`src/lpcBoardPkg.sv`:
```
package lpcBoardPkg;

    //--------------------------------------------------------------------------
    // LPC I/O map and cycle field codes
    //--------------------------------------------------------------------------
    localparam logic [15:0] PostCodeAddr   = 16'h0080;   // Port 80 POST code
    localparam logic [15:0] BiosCtrlAddr   = 16'h0700;   // Flash swap control
    localparam logic [15:0] WdCtrlAddr     = 16'h0701;   // BIOS watchdog control
    localparam logic [3:0]  LpcStartCode   = 4'b0000;    // Start of a target cycle
    localparam logic [3:0]  LpcIoWriteType = 4'b0010;    // I/O space, write direction

    // Decoder phase codes, one per nibble of the cycle
    localparam logic [2:0] LpcStIdle  = 3'd0;   // Waiting for start
    localparam logic [2:0] LpcStType  = 3'd1;   // Cycle type nibble
    localparam logic [2:0] LpcStAddr3 = 3'd2;   // Address bits 15..12
    localparam logic [2:0] LpcStAddr2 = 3'd3;
    localparam logic [2:0] LpcStAddr1 = 3'd4;
    localparam logic [2:0] LpcStAddr0 = 3'd5;   // Address bits 3..0
    localparam logic [2:0] LpcStData0 = 3'd6;   // Low data nibble
    localparam logic [2:0] LpcStData1 = 3'd7;   // High data nibble

    //--------------------------------------------------------------------------
    // Seven segment patterns, bit 0 is segment a, low lights the segment
    //--------------------------------------------------------------------------
    localparam logic [6:0] SegHexTable [16] = '{
        7'h40, 7'h79, 7'h24, 7'h30,             // 0 1 2 3
        7'h19, 7'h12, 7'h02, 7'h78,             // 4 5 6 7
        7'h00, 7'h10, 7'h08, 7'h03,             // 8 9 A b
        7'h46, 7'h21, 7'h06, 7'h0E              // C d E F
    };

    // One written byte, read by field set according to the strobe
    typedef union packed {
        struct packed {
            logic [3:0] hi;                     // Left digit
            logic [3:0] lo;                     // Right digit
        } postCode;
        struct packed {
            logic [3:0] timeout;                // Watchdog ticks
            logic [1:0] reserved;               // Ignored
            logic       swapReq;                // Toggle active flash
            logic       enable;                 // Arm watchdog
        } control;
    } regData_u;

endpackage

```
`src/lpcRegIf.sv`:
```
interface lpcRegIf;
    import lpcBoardPkg::*;

    logic     postWr;       // POST code write strobe
    logic     biosCtrlWr;   // BIOS control write strobe
    logic     wdCtrlWr;     // Watchdog control write strobe
    regData_u data;         // Valid while a strobe is high

    modport decoder (
        output postWr,
        output biosCtrlWr,
        output wdCtrlWr,
        output data
    );

    modport sink (
        input postWr,
        input biosCtrlWr,
        input wdCtrlWr,
        input data
    );

endinterface

```
`src/lpcDecode.sv`:
```
module lpcDecode (
    input  logic       lpcClock,    // LPC bus clock
    input  logic       rstN,        // Async reset
    input  logic       lpcFrameN,   // LPC frame
    input  logic [3:0] lpcLad,      // LPC nibble bus, sampled only
    lpcRegIf.decoder   regBus       // Register write strobes
);
    import lpcBoardPkg::*;

    logic [2:0]  lpcState;          // Current nibble phase
    logic [15:0] ioAddr;            // Address shift register
    regData_u    wrData;            // Assembled write byte
    logic        cycleDone;         // Last data nibble taken

    //--------------------------------------------------------------------------
    // Cycle state machine
    //--------------------------------------------------------------------------
    always_ff @(posedge lpcClock or negedge rstN) begin
        if (!rstN) begin
            lpcState  <= LpcStIdle;
            cycleDone <= 1'b0;
        end else if (!lpcFrameN) begin
            // Frame low restarts from any phase
            lpcState  <= (lpcLad == LpcStartCode) ? LpcStType : LpcStIdle;
            cycleDone <= 1'b0;
        end else begin
            cycleDone <= (lpcState == LpcStData1);
            case (lpcState)
                LpcStIdle:  lpcState <= LpcStIdle;          // Hold until next start
                LpcStType:  lpcState <= (lpcLad == LpcIoWriteType) ? LpcStAddr3 : LpcStIdle;
                LpcStData1: lpcState <= LpcStIdle;          // Cycle complete
                default:    lpcState <= lpcState + 3'd1;    // Next address or data nibble
            endcase
        end
    end

    // Address and data capture
    always_ff @(posedge lpcClock) begin
        if (lpcFrameN) begin
            case (lpcState)
                LpcStAddr3, LpcStAddr2, LpcStAddr1, LpcStAddr0: begin
                    ioAddr <= {ioAddr[11:0], lpcLad};       // MSB nibble first
                end
                LpcStData0: wrData.postCode.lo <= lpcLad;   // Low nibble first
                LpcStData1: wrData.postCode.hi <= lpcLad;
                default:    wrData <= wrData;
            endcase
        end
    end

    //--------------------------------------------------------------------------
    // Address compare and strobes
    //--------------------------------------------------------------------------
    // Strobe one edge after the last nibble; address holds until the next
    // cycle reaches its address phase
    always_ff @(posedge lpcClock or negedge rstN) begin
        if (!rstN) begin
            regBus.postWr     <= 1'b0;
            regBus.biosCtrlWr <= 1'b0;
            regBus.wdCtrlWr   <= 1'b0;
        end else begin
            regBus.postWr     <= cycleDone && (ioAddr == PostCodeAddr);
            regBus.biosCtrlWr <= cycleDone && (ioAddr == BiosCtrlAddr);
            regBus.wdCtrlWr   <= cycleDone && (ioAddr == WdCtrlAddr);
        end
    end

    assign regBus.data = wrData;    // Stable until next data phase

    strobeOneHot: assert property (@(posedge lpcClock) disable iff (!rstN)
        $onehot0({regBus.postWr, regBus.biosCtrlWr, regBus.wdCtrlWr}))
        else $error("More than one register strobe");

endmodule

```
`src/biosWatchDog.sv`:
```
module biosWatchDog #(
    parameter int TickDiv = 32768       // Clocks per watchdog tick
) (
    input  logic  lpcClock,             // LPC bus clock
    input  logic  rstN,                 // Async reset
    lpcRegIf.sink regBus,               // Control register writes
    output logic  wdExpire              // One cycle expiry pulse
);

    logic [$clog2(TickDiv)-1:0] prescaler;  // Free running divider
    logic                       tick;       // Last prescaler count
    logic                       armed;      // Countdown running
    logic [3:0]                 wdCount;    // Ticks left before expiry

    assign tick = (prescaler == ($clog2(TickDiv))'(TickDiv - 1));

    //--------------------------------------------------------------------------
    // Tick prescaler
    //--------------------------------------------------------------------------
    always_ff @(posedge lpcClock or negedge rstN) begin
        if (!rstN) begin
            prescaler <= '0;
        end else if (tick) begin
            prescaler <= '0;                // Wrap
        end else begin
            prescaler <= prescaler + 1'b1;
        end
    end

    //--------------------------------------------------------------------------
    // Countdown
    //--------------------------------------------------------------------------
    // Count holds timeout minus one so expiry lands on the timeout-th tick
    always_ff @(posedge lpcClock or negedge rstN) begin
        if (!rstN) begin
            armed    <= 1'b0;
            wdCount  <= 4'd0;
            wdExpire <= 1'b0;
        end else begin
            wdExpire <= 1'b0;
            if (regBus.wdCtrlWr) begin
                armed <= regBus.data.control.enable;            // Kick or disarm
                if (regBus.data.control.timeout == 4'd0) begin
                    wdCount <= 4'd0;                            // Zero acts as one
                end else begin
                    wdCount <= regBus.data.control.timeout - 4'd1;
                end
            end else if (armed && tick) begin
                if (wdCount == 4'd0) begin
                    wdExpire <= 1'b1;       // Fire once
                    armed    <= 1'b0;       // Self disarm
                end else begin
                    wdCount <= wdCount - 4'd1;
                end
            end
        end
    end

    expireSingle: assert property (@(posedge lpcClock) disable iff (!rstN)
        wdExpire |=> !wdExpire)
        else $error("Watchdog expiry held two cycles");

endmodule

```
`src/biosControl.sv`:
```
module biosControl (
    input  logic       lpcClock,    // LPC bus clock
    input  logic       rstN,        // Async reset
    lpcRegIf.sink      regBus,      // Control register writes
    input  logic       wdExpire,    // Watchdog expiry pulse
    input  logic       biosSel,     // Jumper, 1 selects flash 0
    input  logic       spiCs0N,     // Host SPI chip select
    output logic [1:0] biosCsN,     // Per flash chip selects
    output logic [1:0] biosLedN     // Per flash LEDs
);

    logic swapped;      // Odd number of swaps since reset
    logic activeFlash;  // Flash index in use
    logic swapEvent;    // Software or watchdog swap

    assign swapEvent = (regBus.biosCtrlWr && regBus.data.control.swapReq) || wdExpire;

    always_ff @(posedge lpcClock or negedge rstN) begin
        if (!rstN) begin
            swapped <= 1'b0;
        end else if (swapEvent) begin
            swapped <= ~swapped;    // One toggle even if both fire
        end
    end

    // Jumper default folded in here
    assign activeFlash = swapped ^ ~biosSel;

    //--------------------------------------------------------------------------
    // Chip select steering and LEDs
    //--------------------------------------------------------------------------
    assign biosCsN[0] = activeFlash ? 1'b1 : spiCs0N;   // Idle high when inactive
    assign biosCsN[1] = activeFlash ? spiCs0N : 1'b1;

    assign biosLedN[0] = activeFlash;       // Low when flash 0 active
    assign biosLedN[1] = ~activeFlash;      // Low when flash 1 active

    csExclusive: assert property (@(posedge lpcClock) disable iff (!rstN)
        biosCsN != 2'b00)
        else $error("Both flash chip selects low");

endmodule

```
`src/led7SegScan.sv`:
```
module led7SegScan #(
    parameter int ScanDiv = 32          // Clocks per digit
) (
    input  logic       lpcClock,        // LPC bus clock
    input  logic       rstN,            // Async reset
    lpcRegIf.sink      regBus,          // POST code writes
    output logic [1:0] led7DigitN,      // Digit enables, active low
    output logic [6:0] led7SegN         // Segments, active low
);
    import lpcBoardPkg::*;

    regData_u                   postReg;        // Latest POST code
    logic [$clog2(ScanDiv)-1:0] scanCnt;        // Hold time counter
    logic                       digitSel;       // 0 shows low nibble
    logic [3:0]                 shownNibble;    // Nibble on enabled digit

    //--------------------------------------------------------------------------
    // POST code register
    //--------------------------------------------------------------------------
    always_ff @(posedge lpcClock or negedge rstN) begin
        if (!rstN) begin
            postReg <= '0;
        end else if (regBus.postWr) begin
            postReg <= regBus.data;
        end
    end

    //--------------------------------------------------------------------------
    // Digit scan
    //--------------------------------------------------------------------------
    always_ff @(posedge lpcClock or negedge rstN) begin
        if (!rstN) begin
            scanCnt  <= '0;
            digitSel <= 1'b0;
        end else if (scanCnt == ($clog2(ScanDiv))'(ScanDiv - 1)) begin
            scanCnt  <= '0;
            digitSel <= ~digitSel;          // Next digit
        end else begin
            scanCnt <= scanCnt + 1'b1;
        end
    end

    // Enable and segments both follow digitSel
    assign led7DigitN  = digitSel ? 2'b01 : 2'b10;
    assign shownNibble = digitSel ? postReg.postCode.hi : postReg.postCode.lo;
    assign led7SegN    = SegHexTable[shownNibble];

    digitOneHot: assert property (@(posedge lpcClock) disable iff (!rstN)
        $onehot(~led7DigitN))
        else $error("Digit enables not one-hot");

endmodule

```
`src/lpcBoardCtrl.sv`:
```
module lpcBoardCtrl #(
    parameter int TickDiv = 32768,      // Watchdog tick length
    parameter int ScanDiv = 32          // Display digit hold
) (
    input  logic       lpcClock,        // LPC bus clock
    input  logic       rstN,            // Async reset
    input  logic       lpcFrameN,       // LPC frame
    input  logic [3:0] lpcLad,          // LPC nibble bus
    input  logic       spiCs0N,         // Host SPI chip select
    input  logic       biosSel,         // BIOS select jumper
    output logic [1:0] biosCsN,         // Flash chip selects
    output logic [1:0] biosLedN,        // Active flash LEDs
    output logic [1:0] led7DigitN,      // Display digit enables
    output logic [6:0] led7SegN         // Display segments
);

    lpcRegIf regBus ();                 // Decoder to register users

    logic wdExpire;                     // Watchdog to flash control

    //--------------------------------------------------------------------------
    // Decode, execute and display
    //--------------------------------------------------------------------------
    lpcDecode u_lpcDecode (
        .lpcClock  (lpcClock),
        .rstN      (rstN),
        .lpcFrameN (lpcFrameN),
        .lpcLad    (lpcLad),
        .regBus    (regBus.decoder)
    );

    biosWatchDog #(
        .TickDiv (TickDiv)
    ) u_biosWatchDog (
        .lpcClock (lpcClock),
        .rstN     (rstN),
        .regBus   (regBus.sink),
        .wdExpire (wdExpire)
    );

    biosControl u_biosControl (
        .lpcClock (lpcClock),
        .rstN     (rstN),
        .regBus   (regBus.sink),
        .wdExpire (wdExpire),
        .biosSel  (biosSel),
        .spiCs0N  (spiCs0N),
        .biosCsN  (biosCsN),
        .biosLedN (biosLedN)
    );

    led7SegScan #(
        .ScanDiv (ScanDiv)
    ) u_led7SegScan (
        .lpcClock   (lpcClock),
        .rstN       (rstN),
        .regBus     (regBus.sink),
        .led7DigitN (led7DigitN),
        .led7SegN   (led7SegN)
    );

endmodule

```
`config.mk`:
```
export PLATFORM = sky130hd
export DESIGN_NAME = lpcBoardCtrl
export DESIGN_NICKNAME = d
export VERILOG_FILES = /design/src/lpcBoardPkg.sv /design/src/lpcRegIf.sv /design/src/lpcDecode.sv /design/src/biosWatchDog.sv /design/src/biosControl.sv /design/src/led7SegScan.sv /design/src/lpcBoardCtrl.sv
export SDC_FILE = /design/constraint.sdc
export NUM_CORES = 1
export LEC_CHECK = 0
export BUFFER_PORTS_ARGS = -buffer_cell sky130_fd_sc_hd__clkbuf_2
export CORE_MARGIN = 1.5
export CORE_UTILIZATION = 41
export CTS_CLUSTER_DIAMETER = 60
export DETAILED_ROUTE_END_ITERATION = 8
export HOLD_SLACK_MARGIN = 0.12
export PLACE_DENSITY_LB_ADDON = 0.08
export SKIP_LAST_GASP = 1
export SLEW_MARGIN = 20
export SYNTH_ARGS = -nofsm -noshare
export SYNTH_HDL_FRONTEND = slang
export SYNTH_SLANG_ARGS = --single-unit
```
`constraint.sdc`:
```
create_clock -name lpcClock -period 3.6 [get_ports lpcClock]
set_input_delay 0.36 -clock lpcClock [delete_from_list [all_inputs] [get_ports lpcClock]]
set_output_delay 0.36 -clock lpcClock [all_outputs]
set_load 0.1 [all_outputs]
```
# Word-level counts from Yosys, hierarchy flattened
# Memories as Yosys holds them, arrays and structs flattened.
# Index checks and enable logic that the tools add are counted.
# totals
ff_bits	67
mem_bits_ro	112
elab_cells	85
memories	1
# op_classes
n_addsub	5
n_lt_le_gt_ge	1
eq_ne	14
mux	23
bitwise_logic	6
reduce_logical	19
# mem_list
name	depth	word_bits	rd	rd_ports_with_merged_regs	wr	line_no	source
(no name shown)	16	7	1	0	0	led7SegScan.sv:46	assign led7SegN = SegHexTable[shownNibble];
# op_table
cell	count
equality test 16 x 11 -> 1 bit, second input constant	2
two-way mux 4 bit	5
equality test 16 x 8 -> 1 bit, second input constant	1
adder 15 x 1 -> 15 bit, second input constant	1
equality test 15 bit, second input constant	1
two-way mux 15 bit	1
two-way mux 7 bit	2
equality test 3 bit, second input constant	4
logical NOT 4 bit	3
two-way mux 1 bit	10
AND reduction 2 bit	5
subtractor 4 x 1 -> 4 bit, second input constant	2
equality test 3 x 2 -> 1 bit, second input constant	2
case mux 3 bit (2 select lines)	1
adder 5 x 1 -> 5 bit, second input constant	1
equality test 5 bit, second input constant	1
>= comparator 5 bit, second input constant	1
logical AND 1 bit	5
two-way mux 5 bit	1
NOT 4 -> 5 bit	1
equality test 4 x 2 -> 1 bit, second input constant	1
two-way mux 2 bit	2
NOT 1 bit	4
nonzero test 2 bit	2
9 further kinds	9

# Logic depth before layout (Yosys ltp)
# depth
ltp_word	5
ltp_mapped	7
depth_no_buf	6

# Modules after synthesis
# A second synthesis with hierarchy kept.
# hier_totals
hier_cells	250
area_unflattened_um2	3166.8
# by_module_without_submodules
mod	instances	cells_each	area_per_inst_um2	seq_area_each_um2
lpcDecode	1	64	1138.6	895.9
biosWatchDog	1	109	1082.3	525.5
led7SegScan	1	69	867.1	350.3
biosControl	1	8	78.8	25.0

# Worst setup path after synthesis
# OpenSTA, ideal clock, no wires.
# synth_path
path_kind	flip-flop to output port
from	register u_led7SegScan.digitSel
to	output led7SegN[0]
arrival_time_ns	3.451
required_ns	3.240
slack_ns	-0.211
path_stages_with_launch	6
path_cell_list	dfrtp_1 > buf_2 > mux2i_1 > ha_1 > nor2_1 > a211oi_1
# synth_between
elab_chain_len	5
# synth_lines
element	line_no	source
start, declared	led7SegScan.sv:14	logic digitSel;
start signal, assigned	led7SegScan.sv:37	digitSel <= ~digitSel;
two-way mux 4 bit	led7SegScan.sv:45	assign shownNibble = digitSel ? postReg.postCode.hi : postReg.postCode.lo;
NOT 4 -> 5 bit (implied by the code)	led7SegScan.sv:46	
memory (16 x 7 bit)	n/a	
two-way mux 7 bit (implied by the code) (2 in a row)	led7SegScan.sv:46	
end, declared	lpcBoardCtrl.sv:14	output logic [6:0] led7SegN
# Every way passes these cells. The select of a mux whose other input is x is not followed.

# Final worst setup path
# layout_path
from	register u_led7SegScan.digitSel
to	output led7SegN[3]
# The elaborated chain is that of the path after synthesis.

==> out/qor.log <==
INFO  outcome        outcome=completed
INFO  synthesis      sequential_share_of_the_synthesized_area=0.566
INFO  route          vias_per_cell=5.21
INFO  synthesis      ys.warnings.count=0
INFO  pwr            leakage=1.58nW
INFO  global_route   overflow_left_after_global_routing=0
INFO  cts            cts.path.max_buffers=2
INFO  flow_run       max_cap_violations=0
INFO  global_route   global_route_wire_length_before_repair=9750um
INFO  place          place.port_buffers=21
INFO  route          route.antenna.remaining_nets=0
INFO  place          gpl.final_weighted_congestion=0.815
INFO  finish         diodes=0
INFO  floorplan      die_height=91.0um
INFO  place          dpl.cell_count=380
INFO  route          drt-total-wl=5540um
INFO  global_route   grt_start_max_net_pins=35
INFO  cts            cts_max_level=3
INFO  floorplan      floorplan.initialDensity=0.430
INFO  timing         maxClockFrequency=331MHz
INFO  cts            insertion_delay=0.33ns
INFO  worst_setup_path critPathArrivalTime=2.66ns
INFO  cts            clk_pin_slew_worst_paths=0.07ns
INFO  synthesis      syn-instance-count=264
INFO  worst_hold_path min_path_type=input pin to register
INFO  timing         timing.final.setup_violations=0
INFO  timing         timing.final.crit_period=3.02ns
INFO  synthesis      postSynth.topFlopCell=sky130_fd_sc_hd__dfrtp_1
INFO  floorplan      io_pins=22
INFO  route          drt_first_pass_iters=4
INFO  timing         worst_pin_slew=0.699ns
INFO  synthesis      ys_async_sr_fraction=0.642
INFO  global_route   grtUsageTotal=0.149
INFO  finish         fin_util=0.494
INFO  cts            clock_sink_count=67
INFO  synthesis      yosys_register_bits=67
INFO  timing         clock_skew_after_layout=0.00806ns
INFO  pwr            vdd_ir_drop_max=0.336mV
INFO  finish         layout-drive-gt1-share=0.195
INFO  global_route   antenna_found_initial=0
INFO  finish         area_growth_syn_to_layout=14.7%
INFO  synthesis      yosysUniqueCellTypes=48
INFO  timing         timing.final.hold_violations=0
INFO  route          route.detailed.drc=0
INFO  route          initialDrtViolationCount=124
INFO  worst_setup_path worstPathRequired=3.24ns
INFO  floorplan      design.core.area=0.00737sqmm
INFO  worst_setup_path path_class=register to output pin
INFO  synthesis      synth-edff-count=24
INFO  finish         final_non_filler_cell_total=397
INFO  timing         maxSlewViolCount=0
INFO  floorplan      fp.dieW=91.0um
INFO  timing         final_min_period_over_clock_period=0.839
INFO  floorplan      die_area=0.00827sqmm
INFO  cts            cts_made_buffers=9
INFO  timing         final.setup.tns=0ns
INFO  route          vias=2068
INFO  timing         grt_setup_unrepaired=false
INFO  finish         nets=318
INFO  timing         timing.slew.headroom=0.534
INFO  route          post_detailed_route_wirelength_per_cell=13.9um
INFO  synthesis      syn-mean-instance-area=12.0squm
INFO  worst_setup_path critPathCaptureType=output pin
INFO  place          dp_hpwl=3990um
INFO  pwr            cell_pwr_density=454mW/mm^2
INFO  synthesis      syn-num-nets=289
INFO  global_route   via_count_of_the_first_global_routing_pass=2008
INFO  cts            clock-root-buffer=sky130_fd_sc_hd__clkbuf_8
INFO  floorplan      rows=31
INFO  worst_setup_path crit_path_max_fanout=7
INFO  cts            clock_tree_from_tritoncts=done
INFO  worst_setup_path cp-start-kind=register
INFO  synthesis      syn-cell-area=0.00317sqmm
path summary, 6_finish.rpt:
path | from | end | slack [ns] | depth (start not counted)
worst min register to register | u_lpcDecode.ioAddr[1] | u_lpcDecode.ioAddr[5] | 0.45 | 0
worst max-delay path | u_led7SegScan.digitSel | led7SegN[3] | 0.58 | 5
worst max register to register | u_lpcDecode.lpcState[1] | u_lpcDecode.ioAddr[13] | 1.75 | 5
min in group asynchronous | rstN | u_biosWatchDog.prescaler[0] | 0.42 | 2
max in group asynchronous | rstN | u_biosWatchDog.prescaler[4] | 2.47 | 3
worst min-delay path | lpcLad[3] | u_lpcDecode.ioAddr[3] | 0.26 | 1
cells in the final DEF, fill, tap and decap left out, types with 4 or more instances in the layout:
master,netlist,layout
sky130_fd_sc_hd__and3_1,4,4
sky130_fd_sc_hd__clkbuf_2,0,21
sky130_fd_sc_hd__mux2i_1,5,5
sky130_fd_sc_hd__o22ai_1,4,4
sky130_fd_sc_hd__dfrtp_1,43,43
sky130_fd_sc_hd__o21ai_1,2,4
sky130_fd_sc_hd__nor2b_1,4,4
sky130_fd_sc_hd__a21oi_1,8,8
sky130_fd_sc_hd__clkbuf_8,0,9
sky130_fd_sc_hd__nor2_1,26,26
sky130_fd_sc_hd__nand3_1,14,14
sky130_fd_sc_hd__mux2_2,8,8
sky130_fd_sc_hd__xor2_1,10,10
sky130_fd_sc_hd__nor3_1,6,6
sky130_fd_sc_hd__or4_1,5,5
sky130_fd_sc_hd__nand2_1,11,11
sky130_fd_sc_hd__xnor2_1,7,7
sky130_fd_sc_hd__ha_1,16,16
sky130_fd_sc_hd__edfxtp_1,24,24
sky130_fd_sc_hd__nand4_1,6,6
sky130_fd_sc_hd__inv_1,14,14
cell families after synthesis:
logic type                 count (synthesis)  synth area share
xor gates and xnor gates                  17            0.0469
adders and majority gates                 16            0.0631
muxes                                     15            0.0584
buffers and inverters                     20            0.0268
AOI/OAI and AO/OA                         30            0.0592
and+or+nand+nor                           99             0.179
DFF                                       67             0.566
cell type report:
class	count	area [sq um]
sequential	67	1800
tap	99	124
timing repair buffer	24	130
multi-input combinational	177	1290
inverter	14	52.6
clock buffer	9	124
clock inverter	7	115
fill	674	3730
sequential cells by signal, summed over array words and instances, names as in the netlist, 3 cells and up:
name,count
u_biosWatchDog.wdCount,4
u_biosWatchDog.prescaler,15
u_lpcDecode.ioAddr,16
u_lpcDecode.regBus.data,8
u_lpcDecode.lpcState,3
u_led7SegScan.scanCnt,5
u_led7SegScan.postReg,8
repair_timing:
action / CTS / global route
endpoints found under the hold margin: 9 / 0
hold buffers: 1 / 0
buffers inserted: 0 / 0
gates resized for setup: 0 / 0
through the flow:
stage | total power, mW | hold slack [ns] | worst slack [ns] | cell area (sq um)
floorplan | 0.887 | 0.0644 | 0.0727 | 3180
global placement | 0.917 | 0.249 | 0.983 | 3390
detailed placement | 0.919 | 0.252 | 0.938 | 3390
CTS | 1.66 | 0.249 | 0.562 | 3640
global route | 1.71 | 0.258 | 0.386 | 3640
finish | 1.65 | 0.258 | 0.580 | 3640
synthesized netlist by cell type (6+ instances only):
| cell | count | area (sq um) |
|---|---|---|
| sky130_fd_sc_hd__inv_1 | 14 | 52.6 |
| sky130_fd_sc_hd__edfxtp_1 | 24 | 721 |
| sky130_fd_sc_hd__nor2_1 | 26 | 97.6 |
| sky130_fd_sc_hd__a21oi_1 | 8 | 40.0 |
| sky130_fd_sc_hd__mux2_2 | 8 | 90.1 |
| sky130_fd_sc_hd__ha_1 | 16 | 200 |
| sky130_fd_sc_hd__xor2_1 | 10 | 87.6 |
| sky130_fd_sc_hd__nand3_1 | 14 | 70.1 |
| sky130_fd_sc_hd__dfrtp_1 | 43 | 1080 |
| sky130_fd_sc_hd__xnor2_1 | 7 | 61.3 |
| sky130_fd_sc_hd__nand2_1 | 11 | 41.3 |
| sky130_fd_sc_hd__nor3_1 | 6 | 30.0 |
| sky130_fd_sc_hd__nand4_1 | 6 | 37.5 |
power by group:
| group | leakage, nW | total (mW) | switching (mW) | internal (mW) |
|---|---|---|---|---|
| sequential | 0.787 | 0.804 | 0.00655 | 0.798 |
| clock | 0.117 | 0.747 | 0.288 | 0.459 |
| combinational | 0.673 | 0.0991 | 0.0653 | 0.0338 |
| total | 1.58 | 1.65 | 0.360 | 1.29 |
layer usage:
metal | GRT usage | wire (um) | vias up
met1 | 0.224 | 2850 | 1009
met5 | 0 | 0 | -
met3 | 0.0285 | 219 | 5
met4 | 0.0703 | 51 | 0
li1 | - | - | 1018
met2 | 0.205 | 2410 | 36
worst max-delay path, cell delays in order, from the launching register on:
cell,delay (ns)
sky130_fd_sc_hd__dfrtp_1,0.56
sky130_fd_sc_hd__mux2i_1,0.50
sky130_fd_sc_hd__inv_1,0.17
sky130_fd_sc_hd__ha_1,0.25
sky130_fd_sc_hd__mux4_2,0.46
sky130_fd_sc_hd__clkbuf_2,0.38
Note: power is estimated with default switching activity, not from simulation.
